[config.mk]
export PLATFORM = sky130hd
export DESIGN_NAME = intExecute
export DESIGN_NICKNAME = d
export VERILOG_FILES = /design/src/hdl/cpuPkg.sv /design/src/hdl/intExecute.sv
export VERILOG_INCLUDE_DIRS = /design/src /design/src/include
export SDC_FILE = /design/constraint.sdc
export NUM_CORES = 2
export LEC_CHECK = 0
export BUFFER_PORTS_ARGS = -buffer_cell sky130_fd_sc_hd__buf_2
export CORE_MARGIN = 2
export CORE_UTILIZATION = 60
export DETAILED_ROUTE_END_ITERATION = 10
export PLACE_DENSITY = 0.83
export SKIP_LAST_GASP = 1
export SLEW_MARGIN = 20
export SYNTH_ARGS = -nofsm -noshare
export SYNTH_HDL_FRONTEND = slang
export SYNTH_SLANG_ARGS = --single-unit
[constraint.sdc]
create_clock -name vclk -period 24.7
set_clock_uncertainty 0.15 [all_clocks]
set_input_delay 1.235 -clock vclk [all_inputs]
set_output_delay 1.235 -clock vclk [all_outputs]
set_load 0.01 [all_outputs]
[src/include/cpu_consts.svh]
`ifndef CPU_CONSTS_SVH
`define CPU_CONSTS_SVH

// Datapath and register file geometry
`define WORD_W     32
`define REG_COUNT  64
`define REG_IDX_W  6
`define OP_W       8

// Opcode byte, low byte of the first instruction word
`define MovRC      8'h01
`define MovRdC     8'h02
`define MovRR      8'h03
`define MovRdRo    8'h04
`define MovRdR     8'h05
`define MovdCR     8'h06
`define MovdRoR    8'h07
`define PushR      8'h08
`define PopR       8'h09
`define CallR      8'h0A
`define Ret        8'h0B
`define CmpRR      8'h0C
`define CmpRC      8'h0D
`define JmpC       8'h0E
`define JneC       8'h0F
`define AddRC      8'h10
`define AddRR      8'h11
`define IncR       8'h12
`define DecR       8'h13
`define MulAddRRC  8'h14

// Byte steps for the stack and the instruction pointer
`define STACK_STEP 32'd4
`define SHORT_LEN  32'd4
`define LONG_LEN   32'd8

// Registers with a fixed role
`define SP_REG     6'd0
`define FLAGS_REG  6'd1

// Values after reset
`define RESET_IP     32'h0000_0000
`define RESET_OPCODE 8'h00

// Instructions carrying a constant in a second word
`define IS_LONG_OP(op) ((op) == `MovRC || (op) == `MovRdC || (op) == `MovRdRo || \
  (op) == `MovdCR || (op) == `MovdRoR || (op) == `CmpRC || (op) == `JmpC || \
  (op) == `JneC || (op) == `AddRC || (op) == `MulAddRRC)

// Instructions with a data read or write
`define IS_MEM_OP(op) ((op) == `MovRdC || (op) == `MovRdRo || (op) == `MovRdR || \
  (op) == `MovdCR || (op) == `MovdRoR || (op) == `PushR || (op) == `PopR || \
  (op) == `CallR || (op) == `Ret)

`endif
[src/hdl/cpuPkg.sv]
`include "cpu_consts.svh"

package cpuPkg;

  // One memory or register word, also used for addresses
  typedef logic [`WORD_W-1:0] dataWord_t;

  // Direct index into the 64 registers
  typedef logic [`REG_IDX_W-1:0] regIdx_t;

  typedef logic [`OP_W-1:0] opCode_t;

  // Register 1 seen either as a plain word or as compare flags
  typedef union packed {
    dataWord_t raw;
    struct packed {
      logic [`WORD_W-4:0] unused;
      logic               greater;
      logic               less;
      // Tested by JneC
      logic               equal;
    } cmp;
  } flagsWord_u;

  // Sequencer steps, one instruction per pass
  typedef enum logic [2:0] {
    Fetch, Decode, ReadRegs, FetchConst, DataReq, DataWait, Writeback
  } seqState_t;

endpackage

[src/hdl/intExecute.sv]
`timescale 1ns/1ps
`include "cpu_consts.svh"

module intExecute import cpuPkg::*; (
  input  opCode_t   opCode,
  input  dataWord_t srcA,
  input  dataWord_t srcB,
  input  dataWord_t constWord,
  input  dataWord_t loadWord,
  input  dataWord_t stackPtr,
  input  dataWord_t ipointer,
  input  regIdx_t   dstIdx,
  input  logic      commit,
  // JneC outcome, registered in ReadRegs
  input  logic      condTaken,
  output regIdx_t   wrIdx,
  output dataWord_t wrData,
  output logic      wrEn,
  output dataWord_t spData,
  output logic      spEn,
  output dataWord_t flagsData,
  output logic      flagsEn,
  output dataWord_t nextIp
);

  logic       regWrite;
  logic       spWrite;
  logic       flagsWrite;
  dataWord_t  cmpRhs;
  flagsWord_u cmpFlags;

  // Destination is always the first field
  assign wrIdx = dstIdx;

  // Unsigned compare against a register or the constant
  assign cmpRhs = (opCode == `CmpRC) ? constWord : srcB;

  always_comb
  begin
    cmpFlags             = '0;
    cmpFlags.cmp.equal   = (srcA == cmpRhs);
    cmpFlags.cmp.less    = (srcA < cmpRhs);
    cmpFlags.cmp.greater = (srcA > cmpRhs);
  end

  assign flagsData = cmpFlags.raw;

  always_comb
  begin
    regWrite   = 1'b0;
    spWrite    = 1'b0;
    flagsWrite = 1'b0;
    wrData     = '0;
    spData     = stackPtr;
    // Fall through to the next instruction, unknown opcodes included
    nextIp     = ipointer + (`IS_LONG_OP(opCode) ? `LONG_LEN : `SHORT_LEN);
    case (opCode)
      `MovRC:
      begin
        regWrite = 1'b1;
        wrData   = constWord;
      end
      `MovRR:
      begin
        regWrite = 1'b1;
        wrData   = srcB;
      end
      `MovRdC, `MovRdRo, `MovRdR:
      begin
        regWrite = 1'b1;
        wrData   = loadWord;
      end
      `PushR:
      begin
        spWrite = 1'b1;
        spData  = stackPtr + `STACK_STEP;
      end
      `PopR:
      begin
        regWrite = 1'b1;
        wrData   = loadWord;
        spWrite  = 1'b1;
        spData   = stackPtr - `STACK_STEP;
      end
      `CallR:
      begin
        spWrite = 1'b1;
        spData  = stackPtr + `STACK_STEP;
        nextIp  = srcA;
      end
      `Ret:
      begin
        spWrite = 1'b1;
        spData  = stackPtr - `STACK_STEP;
        // Skip over the call instruction
        nextIp  = loadWord + `SHORT_LEN;
      end
      `CmpRR, `CmpRC:
        flagsWrite = 1'b1;
      `JmpC:
        nextIp = constWord;
      `JneC:
      begin
        if (condTaken)
          nextIp = constWord;
      end
      `AddRC:
      begin
        regWrite = 1'b1;
        wrData   = srcA + constWord;
      end
      `AddRR:
      begin
        regWrite = 1'b1;
        wrData   = srcA + srcB;
      end
      `IncR:
      begin
        regWrite = 1'b1;
        wrData   = srcA + dataWord_t'(1);
      end
      `DecR:
      begin
        regWrite = 1'b1;
        wrData   = srcA - dataWord_t'(1);
      end
      `MulAddRRC:
      begin
        regWrite = 1'b1;
        // Low 32 bits of the product only
        wrData   = srcA + srcB * constWord;
      end
      default:
      begin
      end
    endcase
  end

  // Only the single Writeback cycle may update state
  assign wrEn    = regWrite & commit;
  assign spEn    = spWrite & commit;
  assign flagsEn = flagsWrite & commit;

endmodule

==> flow_metrics.py <==
metrics = {
    "floorplanning": {
        "ios": 345,
        "die_area_um2": 44700,
        "die_w_um": 211,
        "start_util": 0.611,
        "die_h_um": 211,
        "fp-row-count": 75,
        "core-area_um2": 42200,
    },
    "timing": {
        "setup_violations": 0,
        "rsz0062_at_grt": "false",
        "fin_crit_sh": 0.436,
        "hold_viol_final": 0,
        "fin_ws_ps": 13930,
        "relSlewSlack": 0.336,
        "worst-slew-pin-transition_ps": 996,
        "fin_crit_ps": 10770,
        "maxSlewViolCount": 0,
        "fmax_ghz": 0.0929,
        "tns_ps": 0,
    },
    "place": {
        "port_buffers": 300,
        "place_ws_ps": 14170,
        "gp_congestion": 1.05,
        "dp.cells": 3882,
        "hpwl_um": 68000,
        "placed_area_um2": 27300,
    },
    "grt": {
        "grt_pass1_vias": 24400,
        "grt_usage": 0.395,
        "grt_max_degree": 72,
        "grt_pass1_wl_um": 135000,
        "grt_antenna_before_repair": 10,
        "globalRouteOverflowTotal": 0,
    },
    "yosys": {
        "ys_warn_count": 0,
        "synthDistinctLibCells": 78,
        "ys_top_cells_by_count": "521 x inv_1, 441 x fa_1, 342 x nand2_1",
        "yosys.area.top_type_share": 0.342,
        "yosys.area.top_type": "fa_1",
        "synth.most_common_cell": "inv_1",
        "syn_area_um2": 25800,
        "synth.area.top_cells": "fa_1 34%, ha_1 11%, and2_1 7.8%",
        "synthCells": 3217,
        "avgSynthCellArea_um2": 8.02,
        "yosysSeqAreaShare": 0,
    },
    "worst_setup_path": {
        "crit_path_max_fanout": 34,
        "crit_type": "primary input to primary output",
        "critPathLaunchType": "primary input",
        "arrival_ps": 9380,
        "required_ps": 23320,
        "cp-end-kind": "primary output",
    },
    "drt": {
        "drc_errors": 0,
        "antenna_left": 0,
        "via_count": 23900,
        "drt_first_pass_iters": 9,
        "viasPerCell": 6.15,
        "drt-initial-drc-count": 2466,
        "drt-wirelength-per-cell_um": 22.3,
        "drt_wl_total_um": 86800,
    },
    "finish": {
        "fillCellCount": 3638,
        "drive_gt1_frac": 0.115,
        "seq_cell_count": 0,
        "clkbuf_count": 0,
        "register_area_um2": 0,
        "area_growth_pct": 5.87,
        "final_cell_area_um2": 27300,
        "num-nets-final": 4214,
        "stdcell_count": 3888,
    },
    "cts": {
        "post-cts-setup-buffer-count": 0,
        "cts_resized": 0,
        "hold_buffers": 0,
    },
    "status": {
        "status": "completed",
    },
    "worst_hold_path": {
        "worstHoldPathType": "primary input to primary output",
    },
    "flow_run": {
        "drv_cap": 0,
    },
}
## kinds of logic after synthesis
family                   share of synthesized area
AO/OA/AOI/OAI                                0.123
other                                     0.000145
XOR/XNOR                                    0.0832
adder cells (fa/ha/maj)                      0.449
buffers and inverters                        0.116
AND/OR/NAND/NOR                              0.204
multiplexers                                0.0249
## worst max-delay path: stages
cell and delay (ps):
buf_2 550, and2_1 250, fa_1 430, fa_1 460, fa_1 490, inv_1 60, fa_1 530, inv_1 60
fa_1 490, inv_1 50, fa_1 520, inv_1 40, fa_1 480, inv_1 50, fa_1 490, inv_1 50
ha_1 360, a21o_1 190, a21o_1 160, a221oi_1 270, o21ai_0 130, a21oi_1 460, o21ai_0 510, a41oi_1 420
nor2b_1 190, xor2_1 160, o211ai_1 90, buf_2 170
## routing by layer
layer | up-vias | part of all wire | routed length, um | GRT usage
li1 | 10500 | - | - | -
met1 | 11500 | 0.36 | 31500 | 0.491
met2 | 1571 | 0.43 | 37700 | 0.620
met3 | 374 | 0.13 | 11500 | 0.113
met4 | 8 | 0.071 | 6120 | 0.218
met5 | - | 0.00053 | 46 | 0
## layout by cell type, fill, tap and decap left out, types with 7 or more instances in the layout
cell type  synthesis  routed
and2_1           320     320
ha_1             220     220
a31oi_1            9       9
mux2_2            18      18
nand4_1           24      24
o22ai_1           32      32
a221o_1            8       8
nand2_1          342     342
nor2_1           117     113
a211oi_1           9       9
o21ai_0          137     137
fa_1             441     441
nor2b_1           19      19
o21a_1            20      20
nand3_1           47      47
buf_4             37      31
nor4_1            17      17
o211ai_1           9       9
a21oi_1           83      83
a222oi_1          46      46
o31ai_1            7       7
xor2_1           101     101
nand2b_1          23      23
buf_2              7     300
mux2i_1           44      44
and4_1             8       8
nor3_1            43      42
conb_1             1      29
inv_1            521     521
xnor2_1          144     144
or3_1              7       7
or2_2              7       7
o21bai_1           8       8
or4_1             10      10
and3_1            22      22
a21o_1            44      44
## per-stage QoR
step / hold WS, ps / utilization
floorplan: 2400 / -
global placement: 2320 / 0.647
detailed placement: 2320 / 0.647
CTS: 2320 / 0.647
global route: 2320 / 0.647
finish: 2320 / 0.647
## worst paths after layout
kind,startpoint,endpoint,cells past startpoint
setup / recovery,constWord[4],wrData[29],28
hold / removal,stackPtr[0],spData[0],0
## layout make-up
class	instances	area [um2]	area share
multi-input combinational	2491	22900	0.840
inverter	521	1960	0.0716
timing repair buffer	331	1730	0.0635
tap	539	674	0.0247
antenna	6	15.0	0.000550
Power is not shown: default switching activity piles up to over one toggle a cycle in this logic, so the estimate is an artifact.
