==> config.mk <==
export PLATFORM = sky130hd
export DESIGN_NAME = regFile
export DESIGN_NICKNAME = d
export VERILOG_FILES = /design/src/hdl/cpuPkg.sv /design/src/hdl/regFile.sv
export VERILOG_INCLUDE_DIRS = /design/src /design/src/include
export SDC_FILE = /design/constraint.sdc
export NUM_CORES = 2
export LEC_CHECK = 0
export BUFFER_PORTS_ARGS = -buffer_cell sky130_fd_sc_hd__buf_2
export CAP_MARGIN = 10
export CORE_MARGIN = 4
export CORE_UTILIZATION = 40
export CTS_CLUSTER_SIZE = 30
export DETAILED_ROUTE_END_ITERATION = 12
export PLACE_DENSITY = 0.63
export SLEW_MARGIN = 40
export SYNTH_ARGS = -nofsm -noshare
export SYNTH_HDL_FRONTEND = slang
export SYNTH_SLANG_ARGS = --single-unit
==> constraint.sdc <==
create_clock -name clk -period 80 [get_ports clk]
set_input_delay 0 -clock clk [delete_from_list [all_inputs] [get_ports clk]]
set_output_delay 0 -clock clk [all_outputs]
set_load 0.1 [all_outputs]
==> src/include/cpu_consts.svh <==
`ifndef CPU_CONSTS_SVH
`define CPU_CONSTS_SVH

// Datapath and register file geometry
`define WORD_W     32
`define REG_COUNT  64
`define REG_IDX_W  6
`define OP_W       8

// Opcode byte, low byte of the first instruction word
`define MovRC      8'h01
`define MovRdC     8'h02
`define MovRR      8'h03
`define MovRdRo    8'h04
`define MovRdR     8'h05
`define MovdCR     8'h06
`define MovdRoR    8'h07
`define PushR      8'h08
`define PopR       8'h09
`define CallR      8'h0A
`define Ret        8'h0B
`define CmpRR      8'h0C
`define CmpRC      8'h0D
`define JmpC       8'h0E
`define JneC       8'h0F
`define AddRC      8'h10
`define AddRR      8'h11
`define IncR       8'h12
`define DecR       8'h13
`define MulAddRRC  8'h14

// Byte steps for the stack and the instruction pointer
`define STACK_STEP 32'd4
`define SHORT_LEN  32'd4
`define LONG_LEN   32'd8

// Registers with a fixed role
`define SP_REG     6'd0
`define FLAGS_REG  6'd1

// Values after reset
`define RESET_IP     32'h0000_0000
`define RESET_OPCODE 8'h00

// Instructions carrying a constant in a second word
`define IS_LONG_OP(op) ((op) == `MovRC || (op) == `MovRdC || (op) == `MovRdRo || \
  (op) == `MovdCR || (op) == `MovdRoR || (op) == `CmpRC || (op) == `JmpC || \
  (op) == `JneC || (op) == `AddRC || (op) == `MulAddRRC)

// Instructions with a data read or write
`define IS_MEM_OP(op) ((op) == `MovRdC || (op) == `MovRdRo || (op) == `MovRdR || \
  (op) == `MovdCR || (op) == `MovdRoR || (op) == `PushR || (op) == `PopR || \
  (op) == `CallR || (op) == `Ret)

`endif
==> src/hdl/cpuPkg.sv <==
`include "cpu_consts.svh"

package cpuPkg;

  // One memory or register word, also used for addresses
  typedef logic [`WORD_W-1:0] dataWord_t;

  // Direct index into the 64 registers
  typedef logic [`REG_IDX_W-1:0] regIdx_t;

  typedef logic [`OP_W-1:0] opCode_t;

  // Register 1 seen either as a plain word or as compare flags
  typedef union packed {
    dataWord_t raw;
    struct packed {
      logic [`WORD_W-4:0] unused;
      logic               greater;
      logic               less;
      // Tested by JneC
      logic               equal;
    } cmp;
  } flagsWord_u;

  // Sequencer steps, one instruction per pass
  typedef enum logic [2:0] {
    Fetch, Decode, ReadRegs, FetchConst, DataReq, DataWait, Writeback
  } seqState_t;

endpackage

==> src/hdl/regFile.sv <==
`timescale 1ns/1ps
`include "cpu_consts.svh"

module regFile import cpuPkg::*; (
  input  logic      clk,
  input  logic      reset,
  input  regIdx_t   rdIdx0,
  input  regIdx_t   rdIdx1,
  // General write port
  input  regIdx_t   wrIdx,
  input  dataWord_t wrData,
  input  logic      wrEn,
  // Stack pointer side port
  input  dataWord_t spData,
  input  logic      spEn,
  // Flags side port
  input  dataWord_t flagsData,
  input  logic      flagsEn,
  output dataWord_t rdData0,
  output dataWord_t rdData1,
  output dataWord_t stackPtr,
  output dataWord_t flagsWord
);

  dataWord_t regs [`REG_COUNT];

  // Asynchronous reads
  assign rdData0   = regs[rdIdx0];
  assign rdData1   = regs[rdIdx1];
  // Fixed-role registers always visible
  assign stackPtr  = regs[`SP_REG];
  assign flagsWord = regs[`FLAGS_REG];

  always_ff @(posedge clk or posedge reset)
  begin
    if (reset)
    begin
      for (int i = 0; i < `REG_COUNT; i++)
        regs[i] <= '0;
    end
    else
    begin
      if (wrEn)
        regs[wrIdx] <= wrData;
      if (flagsEn)
        regs[`FLAGS_REG] <= flagsData;
      // Stack update wins, e.g. PopR into r0
      if (spEn)
        regs[`SP_REG] <= spData;
    end
  end

endmodule

==> results_tabular.tex <==
\begin{tabular}{lr}
\hline
Metric & Value \\
\hline
\multicolumn{2}{l}{\textbf{Outcome}} \\
Outcome & finished, final reports clean \\
\multicolumn{2}{l}{\textbf{STA}} \\
Worst slew pin tran & $\sim$0.95 ns \\
Final worst path period share & between 6 and 7\% \\
Layout Skew & 0 ns \\
Setup-violating endpoint count in the final report & 0 \\
Setup repair after global routing missed its margin & no \\
Max Clock Freq & just over 200 MHz \\
Pins Over Slew Limit & 0 \\
Post-layout minimum cycle time & a little under 5 ns \\
Setup TNS & 0 ns \\
Total count of hold-check failures in the final report & 0 \\
Slew margin rel. & 36.57\% \\
\multicolumn{2}{l}{\textbf{Synth}} \\
Number of enable flip-flop cells after synthesis & 0 \\
Async SR Flop Fraction & 100.0\% \\
Cell type with the largest total area after synthesis & sky130\_fd\_sc\_hd\_\_dfrtp\_1 \\
Area of the mapped netlist & roughly 0.11 mm² \\
Most instantiated flip-flop cell in the synthesis netlist & sky130\_fd\_sc\_hd\_\_dfrtp\_1 \\
Mapped Nets & around 7200 \\
Synthesized flop and latch total & a little over 2000 \\
Number of warnings issued by yosys & 0 \\
Synthesized area divided by synthesized cell count & roughly 16 µm² \\
Most area-consuming cells after synthesis & sky130\_fd\_sc\_hd\_\_dfrtp\_1 (47\%), sky130\_fd\_sc\_hd\_\_mux4\_2 (23\%), sky130\_fd\_sc\_hd\_\_mux2\_2 (19\%) \\
Share of synthesized area occupied by flip-flops and latches & 46.52\% \\
Top-area cell type share of the netlist area & 46.52\% \\
Instance count of the mapped netlist & 7079 \\
Number of different library cells in the post-synthesis netlist & 52 \\
\multicolumn{2}{l}{\textbf{Min path}} \\
Worst hold path class & input port to flip-flop \\
\multicolumn{2}{l}{\textbf{Clock tree}} \\
Clock root buffer & sky130\_fd\_sc\_hd\_\_clkbuf\_16 \\
CTS tree & yes \\
Skew-Pair Late Insertion Delay & slightly below 0.9 ns \\
Level count of the clock H-tree & 4 \\
Clock Pin Slew Worst Setup and Hold Paths & approximately 0.060 ns \\
CTS Sinks & around 2000 \\
Number of buffers inserted by post-CTS setup repair & 0 \\
TritonCTS Buffers & 222 \\
Largest buffer count on any clock path & 3 \\
\multicolumn{2}{l}{\textbf{Worst setup path}} \\
Setup crit end & regs[1606] \\
Buffers \& Inverters on Critical Path & 11 \\
Critical Path Fanout Max & $\sim$140 \\
Worst path required time & approximately 80 ns \\
Slowest library cell on the worst path & sky130\_fd\_sc\_hd\_\_dlygate4sd3\_1 \\
Minimum setup slack among reg-to-reg paths & $\sim$78 ns \\
Worst-path cell chain & dlygate4sd3\_1 -> buf\_2 -> dlygate4sd3\_1 -> inv\_12 -> buf\_12 -> buf\_16 -> buf\_6 -> buf\_6 -> buf\_6 -> buf\_6 -> buf\_6 \\
Type of origin of the critical path & input port \\
Worst path top cell family by delay & buffers and inverters \\
First element of the critical path & reset \\
Cell type with the highest occurrence count on the critical path & sky130\_fd\_sc\_hd\_\_buf\_6 \\
Reg2Reg Capture Point & flagsWord[24] \\
R2r worst-path depth & 3 \\
Startpoint of the worst register-to-register path & flagsWord[24] \\
Logic depth of the worst setup path including buffers & 11 \\
Capturing element type of the critical path & async pin \\
Crit path arrival time & $\sim$5.8 ns \\
Crit Path Class & input port to async pin \\
CP peak stage delay & 0.65 ns \\
\multicolumn{2}{l}{\textbf{Global routing}} \\
Global-route wire length before repair & 558100 µm \\
Number of global-route vias before repair & $\sim$74000 \\
Antenna violations before repair & 25 \\
Maximum number of pins on one net before global-route repair & approximately 150 \\
Total congestion overflow after global routing & 0 \\
Total global routing track utilization & about 27\% \\
\multicolumn{2}{l}{\textbf{Final layout}} \\
Layout cells sized above 1 & $\sim$52\% \\
Area grow syn2layout & 13.33\% \\
Register Area & 0.05125 mm² \\
Multi-input gate area & roughly 0.055 mm² \\
\# nets final & 7277 \\
Layout fillers & approximately 24000 \\
\multicolumn{2}{l}{\textbf{Route}} \\
Antenna viol nets, final & 0 \\
Detail-routed net length per standard cell & 35.53 µm \\
Post-route DRC violation count & 0 \\
Average via count per standard cell & between 6 and 7 \\
Total Routed Length & between 300000 and 400000 µm \\
Via count & 71119 \\
Count of TritonRoute iterations in the first routing pass & 6 \\
Number of DRC markers after the initial detailed-route iteration & 7132 \\
\multicolumn{2}{l}{\textbf{Placed design}} \\
Placer Congestion & approximately 0.84 \\
Number of buffers added on ports & roughly 250 \\
Estimated wirelength of the detail-placed design & between 200000 and 250000 µm \\
\multicolumn{2}{l}{\textbf{Floorplanning}} \\
Core region area & $\sim$0.27 mm² \\
Die Wd & $\sim$530 µm \\
Die area & $\sim$0.28 mm² \\
Number of rows created at floorplan & about 190 \\
Initial core utilization & between 40\% and 50\% \\
Number of top-level pins & between 200 and 250 \\
Die height & between 500 and 600 µm \\
\multicolumn{2}{l}{\textbf{Pwr}} \\
Peak VDD IR & $\sim$0.000019 V \\
Leakage power of the design & 55.99 nW \\
Total chip power & 0.002899 W \\
Power density relative to cell area & 23.22 mW/mm² \\
\multicolumn{2}{l}{\textbf{Run}} \\
Max-capacitance violation count & 0 \\
\hline
\end{tabular}
==> through the flow <==
step	util, %	hold slack [ns]	setup WS (ns)	cells	instance area [µm²]
after floorplan	-	0.1168	22.15	7079	110200
after global routing	45.58	0.07977	74.38	10936	124800
after CTS	45.51	0.006629	74.09	10926	124600
after detailed placement	41.82	0.2108	74.35	10262	114500
final	45.58	0.05364	75.17	10940	124800
after global placement	41.57	0.2132	74.17	10244	113800
==> cell families after synthesis <==
group / after synthesis / synth area share (%)
compound gates: 314 / 1.872
buf+inv: 849 / 3.651
flops: 2048 / 46.52
mux: 3436 / 46.28
simple gates: 432 / 1.676
==> how the worst min path moves through the flow <==
| stage | cells past startpoint | from | to | slack [ns] |
|---|---|---|---|---|
| 2_1_floorplan | 2 | flagsData[29] | flagsWord[29] | 0.12 |
| 3_3_place_gp | 3 | flagsData[17] | flagsWord[17] | 0.21 |
| 3_5_place_dp | 3 | flagsData[6] | flagsWord[6] | 0.21 |
| 4_1_cts | 5 | wrIdx[4] | regs[1108] | 0.007 |
| 5_1_grt | 5 | wrIdx[4] | regs[1108] | 0.08 |
| 6_report | 4 | flagsEn | flagsWord[19] | 0.05 |
==> placed cells by master (no fill, tap or decap), types with 7 or more instances in the layout <==
cell type,synthesis,routed
sky130_fd_sc_hd__a211oi_1,13,12
sky130_fd_sc_hd__a21oi_1,46,46
sky130_fd_sc_hd__a221oi_1,47,46
sky130_fd_sc_hd__a22oi_1,20,20
sky130_fd_sc_hd__a31oi_1,26,26
sky130_fd_sc_hd__buf_12,0,13
sky130_fd_sc_hd__buf_16,0,9
sky130_fd_sc_hd__buf_2,193,211
sky130_fd_sc_hd__buf_4,117,141
sky130_fd_sc_hd__buf_6,20,53
sky130_fd_sc_hd__buf_8,0,13
sky130_fd_sc_hd__bufinv_16,0,20
sky130_fd_sc_hd__clkbuf_1,358,49
sky130_fd_sc_hd__clkbuf_16,0,224
sky130_fd_sc_hd__clkbuf_8,0,52
sky130_fd_sc_hd__clkinv_2,0,44
sky130_fd_sc_hd__dfrtp_1,2048,2048
sky130_fd_sc_hd__diode_2,0,9
sky130_fd_sc_hd__dlygate4sd3_1,0,256
sky130_fd_sc_hd__inv_6,0,8
sky130_fd_sc_hd__mux2_1,192,192
sky130_fd_sc_hd__mux2_2,1813,1813
sky130_fd_sc_hd__mux2i_1,306,305
sky130_fd_sc_hd__mux4_2,1125,1125
sky130_fd_sc_hd__nand2_1,238,192
sky130_fd_sc_hd__nand2_2,0,19
sky130_fd_sc_hd__nand2_4,0,21
sky130_fd_sc_hd__nand3_1,32,32
sky130_fd_sc_hd__nor2_1,96,69
sky130_fd_sc_hd__nor2_4,0,21
sky130_fd_sc_hd__nor2b_1,16,8
sky130_fd_sc_hd__nor3_1,10,7
sky130_fd_sc_hd__o21ai_0,74,74
sky130_fd_sc_hd__o22ai_1,49,49
sky130_fd_sc_hd__or2_2,9,9
==> synthesized netlist by cell type (all sizes together), types with 2 or more instances <==
cell	count
a21boi	2
and3	2
o22ai	49
o211ai	2
nor3b	5
nand3	32
nand2	238
o32ai	2
a221o	4
or2	9
o211a	2
inv	8
mux4	1125
nor2b	16
a22o	4
a22oi	20
nor2	96
nor3	10
and2	5
a311oi	6
o221ai	4
mux2	2005
a21oi	46
nor4	4
nand2b	9
nand4	2
a221oi	47
mux2i	306
buf	482
a31oi	26
o21ai	78
o221a	2
a211oi	13
dfrtp	2048
clkbuf	359
o31ai	3
nor4bb	2
==> routing by layer <==
layer  GRT usage [%]  up-vias  share of wire (%)
met5               0        -              0.024
met4           13.24       14                5.8
met3           6.605      905                8.9
met2           41.55     3547                 45
met1           36.29    39108                 40
li1                -    27545                  -
==> report_power, final <==
group          internal, W  switching, W
registers          0.00117      0.000104
clock network     0.000626      0.000446
logic             0.000285      0.000264
total              0.00208      0.000815
==> worst min-delay path: stages <==
cell and delay (ns):
sky130_fd_sc_hd__buf_4 0.27, sky130_fd_sc_hd__buf_4 0.32, sky130_fd_sc_hd__nand2_1 0.13, sky130_fd_sc_hd__o21ai_0 0.07
==> final cells by class <==
class | instances | share of cell area, %
multi-input cells | 4182 | 44.45
clock inverters | 83 | 0.8319
flip-flops and latches | 2048 | 41.05
well taps | 3589 | 3.597
diodes | 9 | 0.01804
clock buffers | 325 | 5.211
inverters | 8 | 0.04811
repair buffers | 696 | 4.788
==> flip-flops by register name, indices dropped and copies added (netlist names) <==
register	count
stackPtr	32
flagsWord	32
regs	1984
==> repair_timing <==
| action | 4_1_cts | 5_1_grt |
|---|---|---|
| hold buffers | 256 | 0 |
| gates resized for setup | 0 | 0 |
| hold endpoints to repair | 2183 | 0 |
Note: power is estimated with default switching activity, not from simulation.
