$ cat src/include/cpu_consts.svh
`ifndef CPU_CONSTS_SVH
`define CPU_CONSTS_SVH

// Datapath and register file geometry
`define WORD_W     32
`define REG_COUNT  64
`define REG_IDX_W  6
`define OP_W       8

// Opcode byte, low byte of the first instruction word
`define MovRC      8'h01
`define MovRdC     8'h02
`define MovRR      8'h03
`define MovRdRo    8'h04
`define MovRdR     8'h05
`define MovdCR     8'h06
`define MovdRoR    8'h07
`define PushR      8'h08
`define PopR       8'h09
`define CallR      8'h0A
`define Ret        8'h0B
`define CmpRR      8'h0C
`define CmpRC      8'h0D
`define JmpC       8'h0E
`define JneC       8'h0F
`define AddRC      8'h10
`define AddRR      8'h11
`define IncR       8'h12
`define DecR       8'h13
`define MulAddRRC  8'h14

// Byte steps for the stack and the instruction pointer
`define STACK_STEP 32'd4
`define SHORT_LEN  32'd4
`define LONG_LEN   32'd8

// Registers with a fixed role
`define SP_REG     6'd0
`define FLAGS_REG  6'd1

// Values after reset
`define RESET_IP     32'h0000_0000
`define RESET_OPCODE 8'h00

// Instructions carrying a constant in a second word
`define IS_LONG_OP(op) ((op) == `MovRC || (op) == `MovRdC || (op) == `MovRdRo || \
  (op) == `MovdCR || (op) == `MovdRoR || (op) == `CmpRC || (op) == `JmpC || \
  (op) == `JneC || (op) == `AddRC || (op) == `MulAddRRC)

// Instructions with a data read or write
`define IS_MEM_OP(op) ((op) == `MovRdC || (op) == `MovRdRo || (op) == `MovRdR || \
  (op) == `MovdCR || (op) == `MovdRoR || (op) == `PushR || (op) == `PopR || \
  (op) == `CallR || (op) == `Ret)

`endif
$ cat src/hdl/cpuPkg.sv
`include "cpu_consts.svh"

package cpuPkg;

  // One memory or register word, also used for addresses
  typedef logic [`WORD_W-1:0] dataWord_t;

  // Direct index into the 64 registers
  typedef logic [`REG_IDX_W-1:0] regIdx_t;

  typedef logic [`OP_W-1:0] opCode_t;

  // Register 1 seen either as a plain word or as compare flags
  typedef union packed {
    dataWord_t raw;
    struct packed {
      logic [`WORD_W-4:0] unused;
      logic               greater;
      logic               less;
      // Tested by JneC
      logic               equal;
    } cmp;
  } flagsWord_u;

  // Sequencer steps, one instruction per pass
  typedef enum logic [2:0] {
    Fetch, Decode, ReadRegs, FetchConst, DataReq, DataWait, Writeback
  } seqState_t;

endpackage

$ cat src/hdl/cpuSequencer.sv
`timescale 1ns/1ps
`include "cpu_consts.svh"

module cpuSequencer import cpuPkg::*; (
  input  logic      clk,
  input  logic      reset,
  // Memory answers
  input  dataWord_t ramIn,
  input  logic      readAck,
  input  logic      writeAck,
  // Register file
  input  dataWord_t rdData0,
  input  dataWord_t rdData1,
  input  dataWord_t flagsWord,
  input  dataWord_t stackPtr,
  // From the execute block
  input  dataWord_t nextIp,
  // Memory requests
  output dataWord_t ramAddress,
  output dataWord_t ramOut,
  output logic      readReq,
  output logic      writeReq,
  output dataWord_t ipointer,
  output opCode_t   opCode,
  output regIdx_t   rdIdx0,
  output regIdx_t   rdIdx1,
  // Operands for writeback
  output regIdx_t   dstIdx,
  output dataWord_t srcA,
  output dataWord_t srcB,
  output dataWord_t constWord,
  output dataWord_t loadWord,
  output logic      commit,
  output logic      condTaken
);

  seqState_t  state;
  // Second and third register fields of the instruction word
  regIdx_t    fieldB;
  regIdx_t    fieldC;
  flagsWord_u flagsView;
  logic       isLong;
  logic       isMem;
  logic       isStore;
  dataWord_t  dataAddr;
  dataWord_t  storeData;

  // Instruction class
  assign isLong  = `IS_LONG_OP(opCode);
  assign isMem   = `IS_MEM_OP(opCode);
  assign isStore = (opCode == `MovdCR) || (opCode == `MovdRoR) ||
                   (opCode == `PushR) || (opCode == `CallR);

  // Port 0 always reads the destination field
  assign rdIdx0 = dstIdx;
  // MovdRoR takes its store data from the third field
  assign rdIdx1 = (opCode == `MovdRoR) ? fieldC : fieldB;

  assign flagsView = flagsWord;

  // Writeback lasts exactly one cycle
  assign commit = (state == Writeback);

  // Data address per memory instruction
  always_comb
  begin
    case (opCode)
      `MovRdC, `MovdCR: dataAddr = constWord;
      `MovRdRo:         dataAddr = constWord + srcB;
      `MovdRoR:         dataAddr = constWord + srcA;
      `MovRdR:          dataAddr = srcB;
      `PushR, `CallR:   dataAddr = stackPtr;
      // Top of stack sits one step below the pointer
      `PopR, `Ret:      dataAddr = stackPtr - `STACK_STEP;
      default:          dataAddr = constWord;
    endcase
  end

  // Store data
  always_comb
  begin
    case (opCode)
      `PushR:  storeData = srcA;
      // Return address is the call itself, Ret adds 4
      `CallR:  storeData = ipointer;
      default: storeData = srcB;
    endcase
  end

  // Control state
  always_ff @(posedge clk or posedge reset)
  begin
    if (reset)
    begin
      state     <= Fetch;
      ipointer  <= `RESET_IP;
      opCode    <= `RESET_OPCODE;
      readReq   <= 1'b0;
      writeReq  <= 1'b0;
      condTaken <= 1'b0;
    end
    else
    begin
      // Requests are single-cycle pulses
      readReq  <= 1'b0;
      writeReq <= 1'b0;
      case (state)
        Fetch:
        begin
          readReq <= 1'b1;
          state   <= Decode;
        end
        Decode:
        begin
          if (readAck)
          begin
            opCode <= ramIn[`OP_W-1:0];
            state  <= ReadRegs;
          end
        end
        ReadRegs:
        begin
          // Flags are stable here, no write since last Writeback
          condTaken <= (opCode == `JneC) && !flagsView.cmp.equal;
          if (isLong)
          begin
            readReq <= 1'b1;
            state   <= FetchConst;
          end
          else if (isMem)
            state <= DataReq;
          else
            state <= Writeback;
        end
        FetchConst:
        begin
          if (readAck)
            state <= isMem ? DataReq : Writeback;
        end
        DataReq:
        begin
          readReq  <= !isStore;
          writeReq <= isStore;
          state    <= DataWait;
        end
        DataWait:
        begin
          // Wait on whichever acknowledge matches the request
          if (isStore ? writeAck : readAck)
            state <= Writeback;
        end
        Writeback:
        begin
          ipointer <= nextIp;
          state    <= Fetch;
        end
        default:
          state <= Fetch;
      endcase
    end
  end

  // Payload registers
  always_ff @(posedge clk)
  begin
    case (state)
      Fetch:
        ramAddress <= ipointer;
      Decode:
      begin
        // Register fields, one per byte above the opcode
        dstIdx <= ramIn[8 +: `REG_IDX_W];
        fieldB <= ramIn[16 +: `REG_IDX_W];
        fieldC <= ramIn[24 +: `REG_IDX_W];
      end
      ReadRegs:
      begin
        srcA       <= rdData0;
        srcB       <= rdData1;
        // Constant word follows the instruction word
        ramAddress <= ipointer + `SHORT_LEN;
      end
      FetchConst:
      begin
        if (readAck)
          constWord <= ramIn;
      end
      DataReq:
      begin
        ramAddress <= dataAddr;
        ramOut     <= storeData;
      end
      DataWait:
      begin
        if (readAck)
          loadWord <= ramIn;
      end
      default:
      begin
      end
    endcase
  end

endmodule

$ cat config.mk
export PLATFORM = sky130hd
export DESIGN_NAME = cpuSequencer
export DESIGN_NICKNAME = d
export VERILOG_FILES = /design/src/hdl/cpuPkg.sv /design/src/hdl/cpuSequencer.sv
export VERILOG_INCLUDE_DIRS = /design/src /design/src/include
export SDC_FILE = /design/constraint.sdc
export NUM_CORES = 1
export LEC_CHECK = 0
export ABC_AREA = 1
export BUFFER_PORTS_ARGS = -buffer_cell sky130_fd_sc_hd__buf_2
export CORE_MARGIN = 3
export CORE_UTILIZATION = 35
export DETAILED_ROUTE_END_ITERATION = 8
export PLACE_DENSITY = 0.63
export SLEW_MARGIN = 20
export SYNTH_ARGS = -nofsm -noshare
export SYNTH_HDL_FRONTEND = slang
export SYNTH_SLANG_ARGS = --single-unit
$ cat constraint.sdc
create_clock -name clk -period 4.7 [get_ports clk]
set_input_delay 0.235 -clock clk [delete_from_list [all_inputs] [get_ports clk]]
set_output_delay 0.235 -clock clk [all_outputs]
set_load 0.1 [all_outputs]
==> impl.org, run 1 <==
** Outcome
- Outcome :: finished, final reports clean

** Power
- Total power for the finished layout comes to 14300 uW.
- Sequential share of power :: 0.278
- Power density normalized to cell area :: a little over 700 nW/um2
- Worst vdd ir :: 0.771 mV
- Summed over all nets, the switching power comes to between 8000 and 9000 uW.
- The internal power of the cells totals ~6000 uW.
- The analysis attributes to cell leakage a power of about 0.0093 uW.
- The share of total power dissipated in the clock network is 0.158.
- Of the total power, combinational logic draws 0.564.
- Of the total power, the share spent switching nets is 0.581.

** Yosys
- Post-synthesis share of cell area spent on and, or, nand and nor gates :: 0.254
- The most used flip-flop cell after synthesis is sky130_fd_sc_hd__edfxtp_1.
- Synthesis produced a netlist with a net count of around 2100.
- In this run the cell area of the synthesized design comes to between 10000 and 15000 um2.
- Number of synthesized register bits :: roughly 260
- Synthesis handed over a netlist of around 1800 instances.
- The synthesized design contains 210 enable-type register cells.
- Yosys mapped the design onto 49 distinct sky130hd cell types.
- Counting flops with an async set or reset pin after synthesis yields a share of 0.180.
- Mux cell area share after synthesis :: 0.00678
- Synth Area in Compound Gates :: 0.110
- Sequential cell area fraction in the yosys report :: 0.499
- By area, the combinational part of the netlist is dominated by simple AND/OR/NAND/NOR gates.
- Fraction of the mapped netlist area in adder cells :: 0.0323
- Of the total synthesized cell area, the portion taken by XOR and XNOR cells is 0.00352.
- Each instance of the synthesized netlist takes up on average 8.10 um2.
- Synthesis warning total :: 0

** Drt
- Using the TritonRoute via totals, the vias-per-cell ratio works out to 5.09.
- Dividing the detail-routed wire length by the instance count gives ~21 um.
- Wires add up to ~62 mm.
- After the first detailed-routing iteration, the DRC count stood at 1134.
- The first detailed-routing pass ran for 5 iterations.
- The detail route stage leaves a number of antenna-violating nets equal to 0.
- Detailed routing inserted a total of around 15000 vias.
- Remaining DRCs :: 0

** Worst setup path
- Reg2reg end :: ramAddress[26]
- Among the stages of the critical path, the cell type that occurs most often is sky130_fd_sc_hd__nand2_1.
- The setup path with the least slack is of type flop to flop.
- Worst EP required :: 5.01 ns
- Crit path to :: ramAddress[26]
- For this design, the slowest cell found on the critical path is sky130_fd_sc_hd__o21ai_0.
- The worst setup path is launched from a flop.
- Setup slack on the worst flop-to-flop path :: between 0.7 and 0.8 ns
- For the worst flop-to-flop path, the logic depth is 19.
- In this design, the stage delay of the slowest critical-path cell is roughly 0.43 ns.
- Origin of the critical flop-to-flop path :: opCode[7]
- Signal arrival time at the worst endpoint :: between 4 and 5 ns
- The critical path goes through nor2_2 -> nand2_4 -> inv_1 -> nand2_2 -> buf_12 -> o21ai_0 -> ha_1 -> nand2_1 -> nor2_1 -> inv_1 -> nor2_1 -> and2_1 -> nand2_1 -> nand2_1 -> nand2_1 -> nand3_1 -> nand2_1 -> nand2_1 -> nand2_1.
- Largest fanout of any net on the critical path :: 37
- Tracing the worst setup path back leads to its startpoint at opCode[7].
- Endpoint class of the critical path :: flop

** STA
- Period utilisation layout :: 0.850
- Worst-Margin Slew :: approximately 1.1 ns
- Normalized max-slew margin :: 0.252
- The final-report max-slew violation count came to 0.
- Setup violations remaining at the end of the flow were counted as 0.
- Final Skew :: between 0.01 and 0.015 ns
- Setup repair after global routing left no endpoint under its margin.
- The final number of hold-violating endpoints was 0.
- Static timing analysis puts the maximum clock frequency at between 200 and 300 MHz.
- Total negative slack for setup checks :: 0 ns
- Post-layout minimum cycle time :: 4.00 ns

** Floorplan
- From left edge to right edge, the die measures around 210 um.
- From bottom edge to top edge, the die measures approximately 210 um.
- The floorplan step defined a die boundary enclosing about 45000 um2.
- In this run the core area contains 75 standard-cell rows.
- Number of top-level pins :: 450
- Initial Utilization :: 0.355
- The core region is around 42000 um2.

** Place
- At the end of routability-driven placement, the weighted congestion stood at 0.941.
- Final HPWL from detailed placement :: 48.0 mm
- Total of buffers placed on input and output ports :: 418

** Clock network
- Clock tree buffer depth :: 3
- CTS built an H-tree with a depth of 1.
- Clk slew on worst S/H paths :: roughly 0.07 ns
- Source-to-sink clock delay at the later pin of the worst-skew pair :: about 0.57 ns
- Clock tree synthesis found a total of between 200 and 300 sinks.
- Clock tree synthesis selected as its root buffer the cell sky130_fd_sc_hd__clkbuf_16.
- TritonCTS built the clock tree.
- Clock buffers created by TritonCTS :: 29

** Finish
- Count of filler cells inserted in the layout :: 4088
- In the final layout, the share of cells above drive strength 1 is 0.227.
- Leaving out fill and tap cells, the most frequent cells in the layout are sky130_fd_sc_hd__nand2_1, sky130_fd_sc_hd__buf_2, sky130_fd_sc_hd__inv_1.
- Layout area overhead :: 33.0%
- The library cell used most frequently in the layout, excluding fill and tap cells, is sky130_fd_sc_hd__nand2_1.
- Registers take about 7500 um2.
- Total Nets Final :: 2622
- Area used by multi-input combinational logic :: approximately 6100 um2

** GRT
- Overflow left after global routing :: 0
- Entering global routing, the biggest net connects 82 pins.
- The number of global-route vias before repair was approximately 15000.
- Antenna violations before repair :: 10
- For this run, the total global-route usage over all layers was measured as 0.267.
- The first global-routing pass estimated 89.8 mm of wire.

** Worst hold path
- Worst hold path type :: input port to flop

** Flow run
- Across the run, the number of max-cap violations was 0.
-- through the flow --
stage	hold WS [ns]	worst slack [ns]	instances	util	instance area (um2)
after CTS	0.0369	0.758	2947	0.471	19800
after global placement	0.412	0.855	2763	0.418	17600
after detailed placement	0.413	0.766	2763	0.418	17600
final	0.0558	0.703	2953	0.473	19900
after global routing	0.0795	0.511	2950	0.473	19900
after floorplan	0.334	1.01	1844	-	14900
-- per-layer routing --
layer	wire, um	global-route usage
met1	25100	0.333
met3	4630	0.0571
met5	67	0
met2	29100	0.447
met4	3090	0.114
-- how the worst min path moves through the flow --
| stage | slack (ns) | depth (start not counted) | end | start |
|---|---|---|---|---|
| 2_1_floorplan | 0.33 | 0 | constWord[0] | ramIn[0] |
| 3_3_place_gp | 0.41 | 1 | srcA[9] | rdData0[9] |
| 3_5_place_dp | 0.41 | 1 | srcB[31] | rdData1[31] |
| 4_1_cts | 0.04 | 3 | ramAddress[1] | stackPtr[1] |
| 5_1_grt | 0.08 | 3 | ramAddress[1] | stackPtr[1] |
| 6_report | 0.06 | 3 | ramAddress[1] | stackPtr[1] |
-- cells in the mapped netlist, drive strengths merged, types with 8 or more instances --
| cell type | instances | share of area |
|---|---|---|
| dfrtp | 46 | 0.077 |
| a22oi | 8 | 0.0040 |
| nand3 | 119 | 0.041 |
| o21bai | 8 | 0.0040 |
| mux2 | 9 | 0.0068 |
| edfxtp | 210 | 0.42 |
| nand2 | 574 | 0.15 |
| a21oi | 49 | 0.016 |
| o21ai | 163 | 0.055 |
| or2 | 10 | 0.0042 |
| nor2 | 144 | 0.040 |
| nor3 | 24 | 0.0091 |
| o221ai | 19 | 0.011 |
| inv | 295 | 0.074 |
| ha | 37 | 0.031 |
| nand4 | 19 | 0.0080 |
| o211ai | 20 | 0.010 |
| clkbuf | 18 | 0.0045 |
| buf | 34 | 0.014 |
-- registers in the layout, summed over array words and instances, names as in the netlist --
name	cells
opCode	8
ramAddress	32
loadWord	32
srcB	32
readReq	1
ramOut	32
condTaken	1
writeReq	1
constWord	32
srcA	32
dstIdx	6
ipointer	32
fieldC	6
state	3
fieldB	6
-- logic make-up (layout without fill, tap and decap cells) --
group	after synthesis	after routing
and+or+nand+nor	900	900
muxes	9	9
other	0	4
xor gates and xnor gates	6	6
AOI/OAI and AO/OA	287	287
DFF	256	256
buffers and inverters	348	914
adders and majority gates	38	38
-- critical path: cells and delay by family, from the launching register on --
kind                     cells  cell delay (ns)
adder cells (fa/ha/maj)      1             0.27
AND/OR/NAND/NOR             14             2.01
flip-flops                   1             0.41
AO/OA/AOI/OAI                1             0.43
buffers and inverters        3             0.58
-- final cells by class --
type	count	share of cell area
Multi-Input combinational cell	1240	0.308
Clock inverter	22	0.00951
Inverter	296	0.0560
Tap cell	539	0.0339
Clock buffer	31	0.0379
Timing Repair Buffer	565	0.179
Antenna cell	4	0.000504
Sequential cell	256	0.375
-- power by group through the flow --
stage	registers [uW]	clock network (uW)	logic, uW
floorplan	7880	0	2290
global placement	4000	0	7890
detailed placement	4010	0	7940
CTS	3980	2310	8040
global route	4040	2400	8510
finish	3970	2260	8050
-- repair_timing --
item,4_1_cts,5_1_grt
hold buffers,131,0
buffers inserted,0,0
gates resized for setup,0,0
hold endpoints to repair,234,0
Power figures use the tool's default switching activity.
==> inputs of run 2 (changes only) <==
Settings changed: CTS_CLUSTER_SIZE from default to 25, RECOVER_POWER from default to 50.
==> impl.org, run 2 (synthesis results as in run 1) <==
** Outcome
- Outcome :: finished, violations left (was finished, final reports clean)
- Violations in the final reports :: capacitance limit, slew limit

** GRT
- The number of global-route vias before repair came to 14600 (unchanged).
- Antenna violations before repair :: 10 (unchanged)
- The total global routing track utilization is 0.267 (unchanged).
- Pin count of the biggest net entering global routing :: 82 (unchanged)
- The total global routing overflow was 0 (unchanged).
- Wire length of the first global-routing pass :: 89.8 mm (unchanged)

** Power
- The share of total power in the clock network is 0.160 (was 0.158).
- Proportion of power drawn by combinational gates :: 0.559 (was 0.564)
- The overall power consumption was 14200 uW (was 14300 uW).
- Power density normalized to cell area :: 724 nW/um2 (was 719 nW/um2)
- The sequential cell fraction of total power came to 0.281 (was 0.278).
- Lkg Pwr :: 0.00875 uW (was 0.00932 uW)
- Switching power total :: 8310 uW (was 8300 uW)
- The worst supply voltage drop on vdd came to 0.770 mV (was 0.771 mV).
- Internal portion of total power :: 5880 uW (was 5990 uW)
- Switching part of the total power :: 0.586 (was 0.581)

** Place
- The post-placement cell count was 2763 (unchanged).
- The sum of net half-perimeters after detailed placement came to 48.0 mm (unchanged).
- Routability cong. :: 0.941 (unchanged)
- The worst-case setup slack after placement is 0.766 ns (unchanged).
- The number of port buffers came to 418 (unchanged).

** Worst setup path
- The longest individual stage delay on the worst path was 0.43 ns (about the same).
- Top Family by Delay on Critical Path :: simple AND/OR/NAND/NOR gates (unchanged)
- The master of the slowest instance on the critical path was sky130_fd_sc_hd__o21ai_0 (unchanged).
- Most Frequent Cell on Critical Path :: sky130_fd_sc_hd__nand2_1 (unchanged)
- The endpoint required time on the critical path is 5.02 ns (was 5.01 ns).
- Largest fanout of any net on the critical path :: 37 (unchanged)
- Origin of the critical flop-to-flop path :: opCode[7] (unchanged)
- Endpoint class of the critical path :: flop (unchanged)
- The kind of start point of the critical path was a flop (unchanged).
- Setup slack on the worst flop-to-flop path :: 0.59 ns (was 0.70 ns)
- Signal arrival time at the worst endpoint :: 4.43 ns (was 4.31 ns)
- The worst reg-to-reg path cell count came to 19 (unchanged).
- The count of buffering cells on the critical path with inverters included came to 3 (unchanged).
- Crit Path Category :: flop to flop (unchanged)
- Cells traversed along the worst timing path: nor2_1 -> nand2_4 -> inv_1 -> nand2_2 -> buf_12 -> o21ai_0 -> ha_1 -> nand2_1 -> nor2_1 -> inv_1 -> nor2_1 -> and2_1 -> nand2_1 -> nand2_1 -> nand2_1 -> nand3_1 -> nand2_1 -> nand2_1 -> nand2_1 (was nor2_2 -> nand2_4 -> inv_1 -> nand2_2 -> buf_12 -> o21ai_0 -> ha_1 -> nand2_1 -> nor2_1 -> inv_1 -> nor2_1 -> and2_1 -> nand2_1 -> nand2_1 -> nand2_1 -> nand3_1 -> nand2_1 -> nand2_1 -> nand2_1).
- Reg2reg end :: ramAddress[26] (unchanged)

** Drt
- Number of vias per cell after detailed routing :: 5.09 (about the same)
- The total DRC errors in the routed layout was 0 (unchanged).
- Routed len/inst :: 21.0 um (about the same)
- The DRC violation total after the first TritonRoute iteration is 1136 (was 1134).
- The remaining antenna violation count is 0 (unchanged).
- Vias :: 15000 (about the same)
- Number of iterations in the first detailed-routing pass :: 6 (was 5)
- The overall routed net length is 62.1 mm (about the same).

** Finish
- Leading cell type in the layout, fill and taps excluded :: sky130_fd_sc_hd__nand2_1 (unchanged)
- The layout overhead on the synthesized area is 31.2% (was 33.0%).
- Sequential cell area :: 7460 um2 (unchanged)
- Total Nets Final :: 2622 (unchanged)
- Share of final-layout standard cells stronger than drive strength 1 :: 0.142 (was 0.227)
- Leading cell types in the layout, fill and taps excluded :: sky130_fd_sc_hd__nand2_1, sky130_fd_sc_hd__inv_1, sky130_fd_sc_hd__buf_2 (was sky130_fd_sc_hd__nand2_1, sky130_fd_sc_hd__buf_2, sky130_fd_sc_hd__inv_1)
- The area of the multi-input gates came to 6100 um2 (was 6110 um2).
- The final instance count without filler cells was 2954 (was 2953).
- The number of fill cells in the layout is 4215 (was 4088).

** Clock network
- The maximum clock insertion buffer count came to 3 (unchanged).
- The number of sinks driven by the clock tree came to 256 (unchanged).
- Source-to-sink clock delay at the later pin of the worst-skew pair :: 0.57 ns (about the same)
- Clk slew on worst S/H paths :: 0.07 ns (about the same)
- Number of gates resized after CTS :: 0 (unchanged)
- Number of hold-repair buffers added at the cts stage :: 131 (unchanged)
- CTS tree :: built (unchanged)
- Clock buffers created by TritonCTS :: 29 (unchanged)
- The clock root buffer master was sky130_fd_sc_hd__clkbuf_16 (unchanged).
- The H-tree depth came to 1 (unchanged).
- Setup fix buffers added after clock tree synthesis :: 0 (unchanged)

** STA
- Post-layout minimum cycle time :: 4.11 ns (was 4.00 ns)
- The share of the cycle needed by the critical path after routing came to 0.875 (was 0.850).
- RSZ-0062 raised after global routing :: false (unchanged)
- Total negative slack for setup checks :: 0 ns (unchanged)
- Max frequency :: 243 MHz (was 250 MHz)
- Final Skew :: 0.0133 ns (was 0.0136 ns)
- Normalized max-slew margin :: -0.897 (was 0.252)
- The pin slew with the least headroom to its limit was 2.85 ns (was 1.12 ns).
- The number of setup violations in the final report came to 0 (unchanged).
- The final number of hold-violating endpoints was 0 (unchanged).
- The post-route worst setup slack was 0.585 ns (was 0.703 ns).
- The final-report max-slew violation count was 67 (was 0).

** Floorplan
- Initial Utilization :: 0.355 (unchanged)
- Die W :: 213 um (unchanged)
- Row cnt :: 75 (unchanged)
- The floorplan die area is 45200 um2 (unchanged).
- The die boundary height is 213 um (unchanged).
- Core Area :: 42000 um2 (unchanged)
- Number of top-level pins :: 450 (unchanged)

** Worst hold path
- The hold path startpoint was stackPtr[1] (unchanged).
- Worst hold path type :: input port to flop (unchanged)
- Count of cells along the worst hold path :: 3 (unchanged)
- The capture endpoint of the worst hold path is ramAddress[1] (unchanged).

** Flow run
- The max-cap violation count is 2 (was 0).
==> run 2: how the worst max path moves through the flow <==
stage / start / to / slack [ns] / cells past startpoint
finish: opCode[7] / ramAddress[26] / 0.59 / 19
detailed placement: opCode[7] / ramAddress[26] / 0.77 / 19
global route: opCode[7] / ramAddress[26] / 0.41 / 20
global placement: opCode[7] / ramAddress[26] / 0.85 / 19
floorplan: opCode[0] / ramAddress[14] / 1.01 / 20
CTS: opCode[7] / ramAddress[26] / 0.76 / 19
==> run 2: per-layer routing <==
metal,vias to the layer above,GRT usage,share of wire
met5,-,0,0.0010
met4,12,0.114,0.050
met3,145,0.0571,0.076
met2,610,0.447,0.47
met1,7098,0.333,0.40
li1,7179,-,-
==> run 2: power by group through the flow <==
stage	sequential (uW)	combinational [uW]	clock [uW]
2_1_floorplan	7880	2290	0
3_3_place_gp	4000	7890	0
3_5_place_dp	4010	7940	0
4_1_cts	3980	8040	2310
5_1_grt	4050	8390	2400
6_report	3980	7940	2270
==> run 2: per-stage QoR <==
stage	utilization	hold WS (ns)	cell area (um2)
6_report	0.466	0.0478	19600
5_1_grt	0.466	0.0795	19600
4_1_cts	0.471	0.0369	19800
3_5_place_dp	0.418	0.413	17600
3_3_place_gp	0.418	0.412	17600
2_1_floorplan	-	0.334	14900
==> run 2: final cells by class <==
type / count / share of cell area
well taps: 539 / 0.0344
repair buffers: 565 / 0.169
diodes: 5 / 0.000638
flip-flops and latches: 256 / 0.380
multi-input cells: 1240 / 0.311
inverters: 296 / 0.0568
clock buffers: 31 / 0.0384
clock inverters: 22 / 0.00964
==> run 2: worst register-to-register path, stage by stage (launching register included) <==
cell,delay [ns]
sky130_fd_sc_hd__dfrtp_1,0.40
sky130_fd_sc_hd__nor2_1,0.30
sky130_fd_sc_hd__nand2_4,0.15
sky130_fd_sc_hd__inv_1,0.24
sky130_fd_sc_hd__nand2_2,0.33
sky130_fd_sc_hd__buf_12,0.28
sky130_fd_sc_hd__o21ai_0,0.44
sky130_fd_sc_hd__ha_1,0.27
sky130_fd_sc_hd__nand2_1,0.11
sky130_fd_sc_hd__nor2_1,0.27
sky130_fd_sc_hd__inv_1,0.08
sky130_fd_sc_hd__nor2_1,0.26
sky130_fd_sc_hd__and2_1,0.17
sky130_fd_sc_hd__nand2_1,0.09
sky130_fd_sc_hd__nand2_1,0.09
sky130_fd_sc_hd__nand2_1,0.05
sky130_fd_sc_hd__nand3_1,0.09
sky130_fd_sc_hd__nand2_1,0.07
sky130_fd_sc_hd__nand2_1,0.10
sky130_fd_sc_hd__nand2_1,0.07
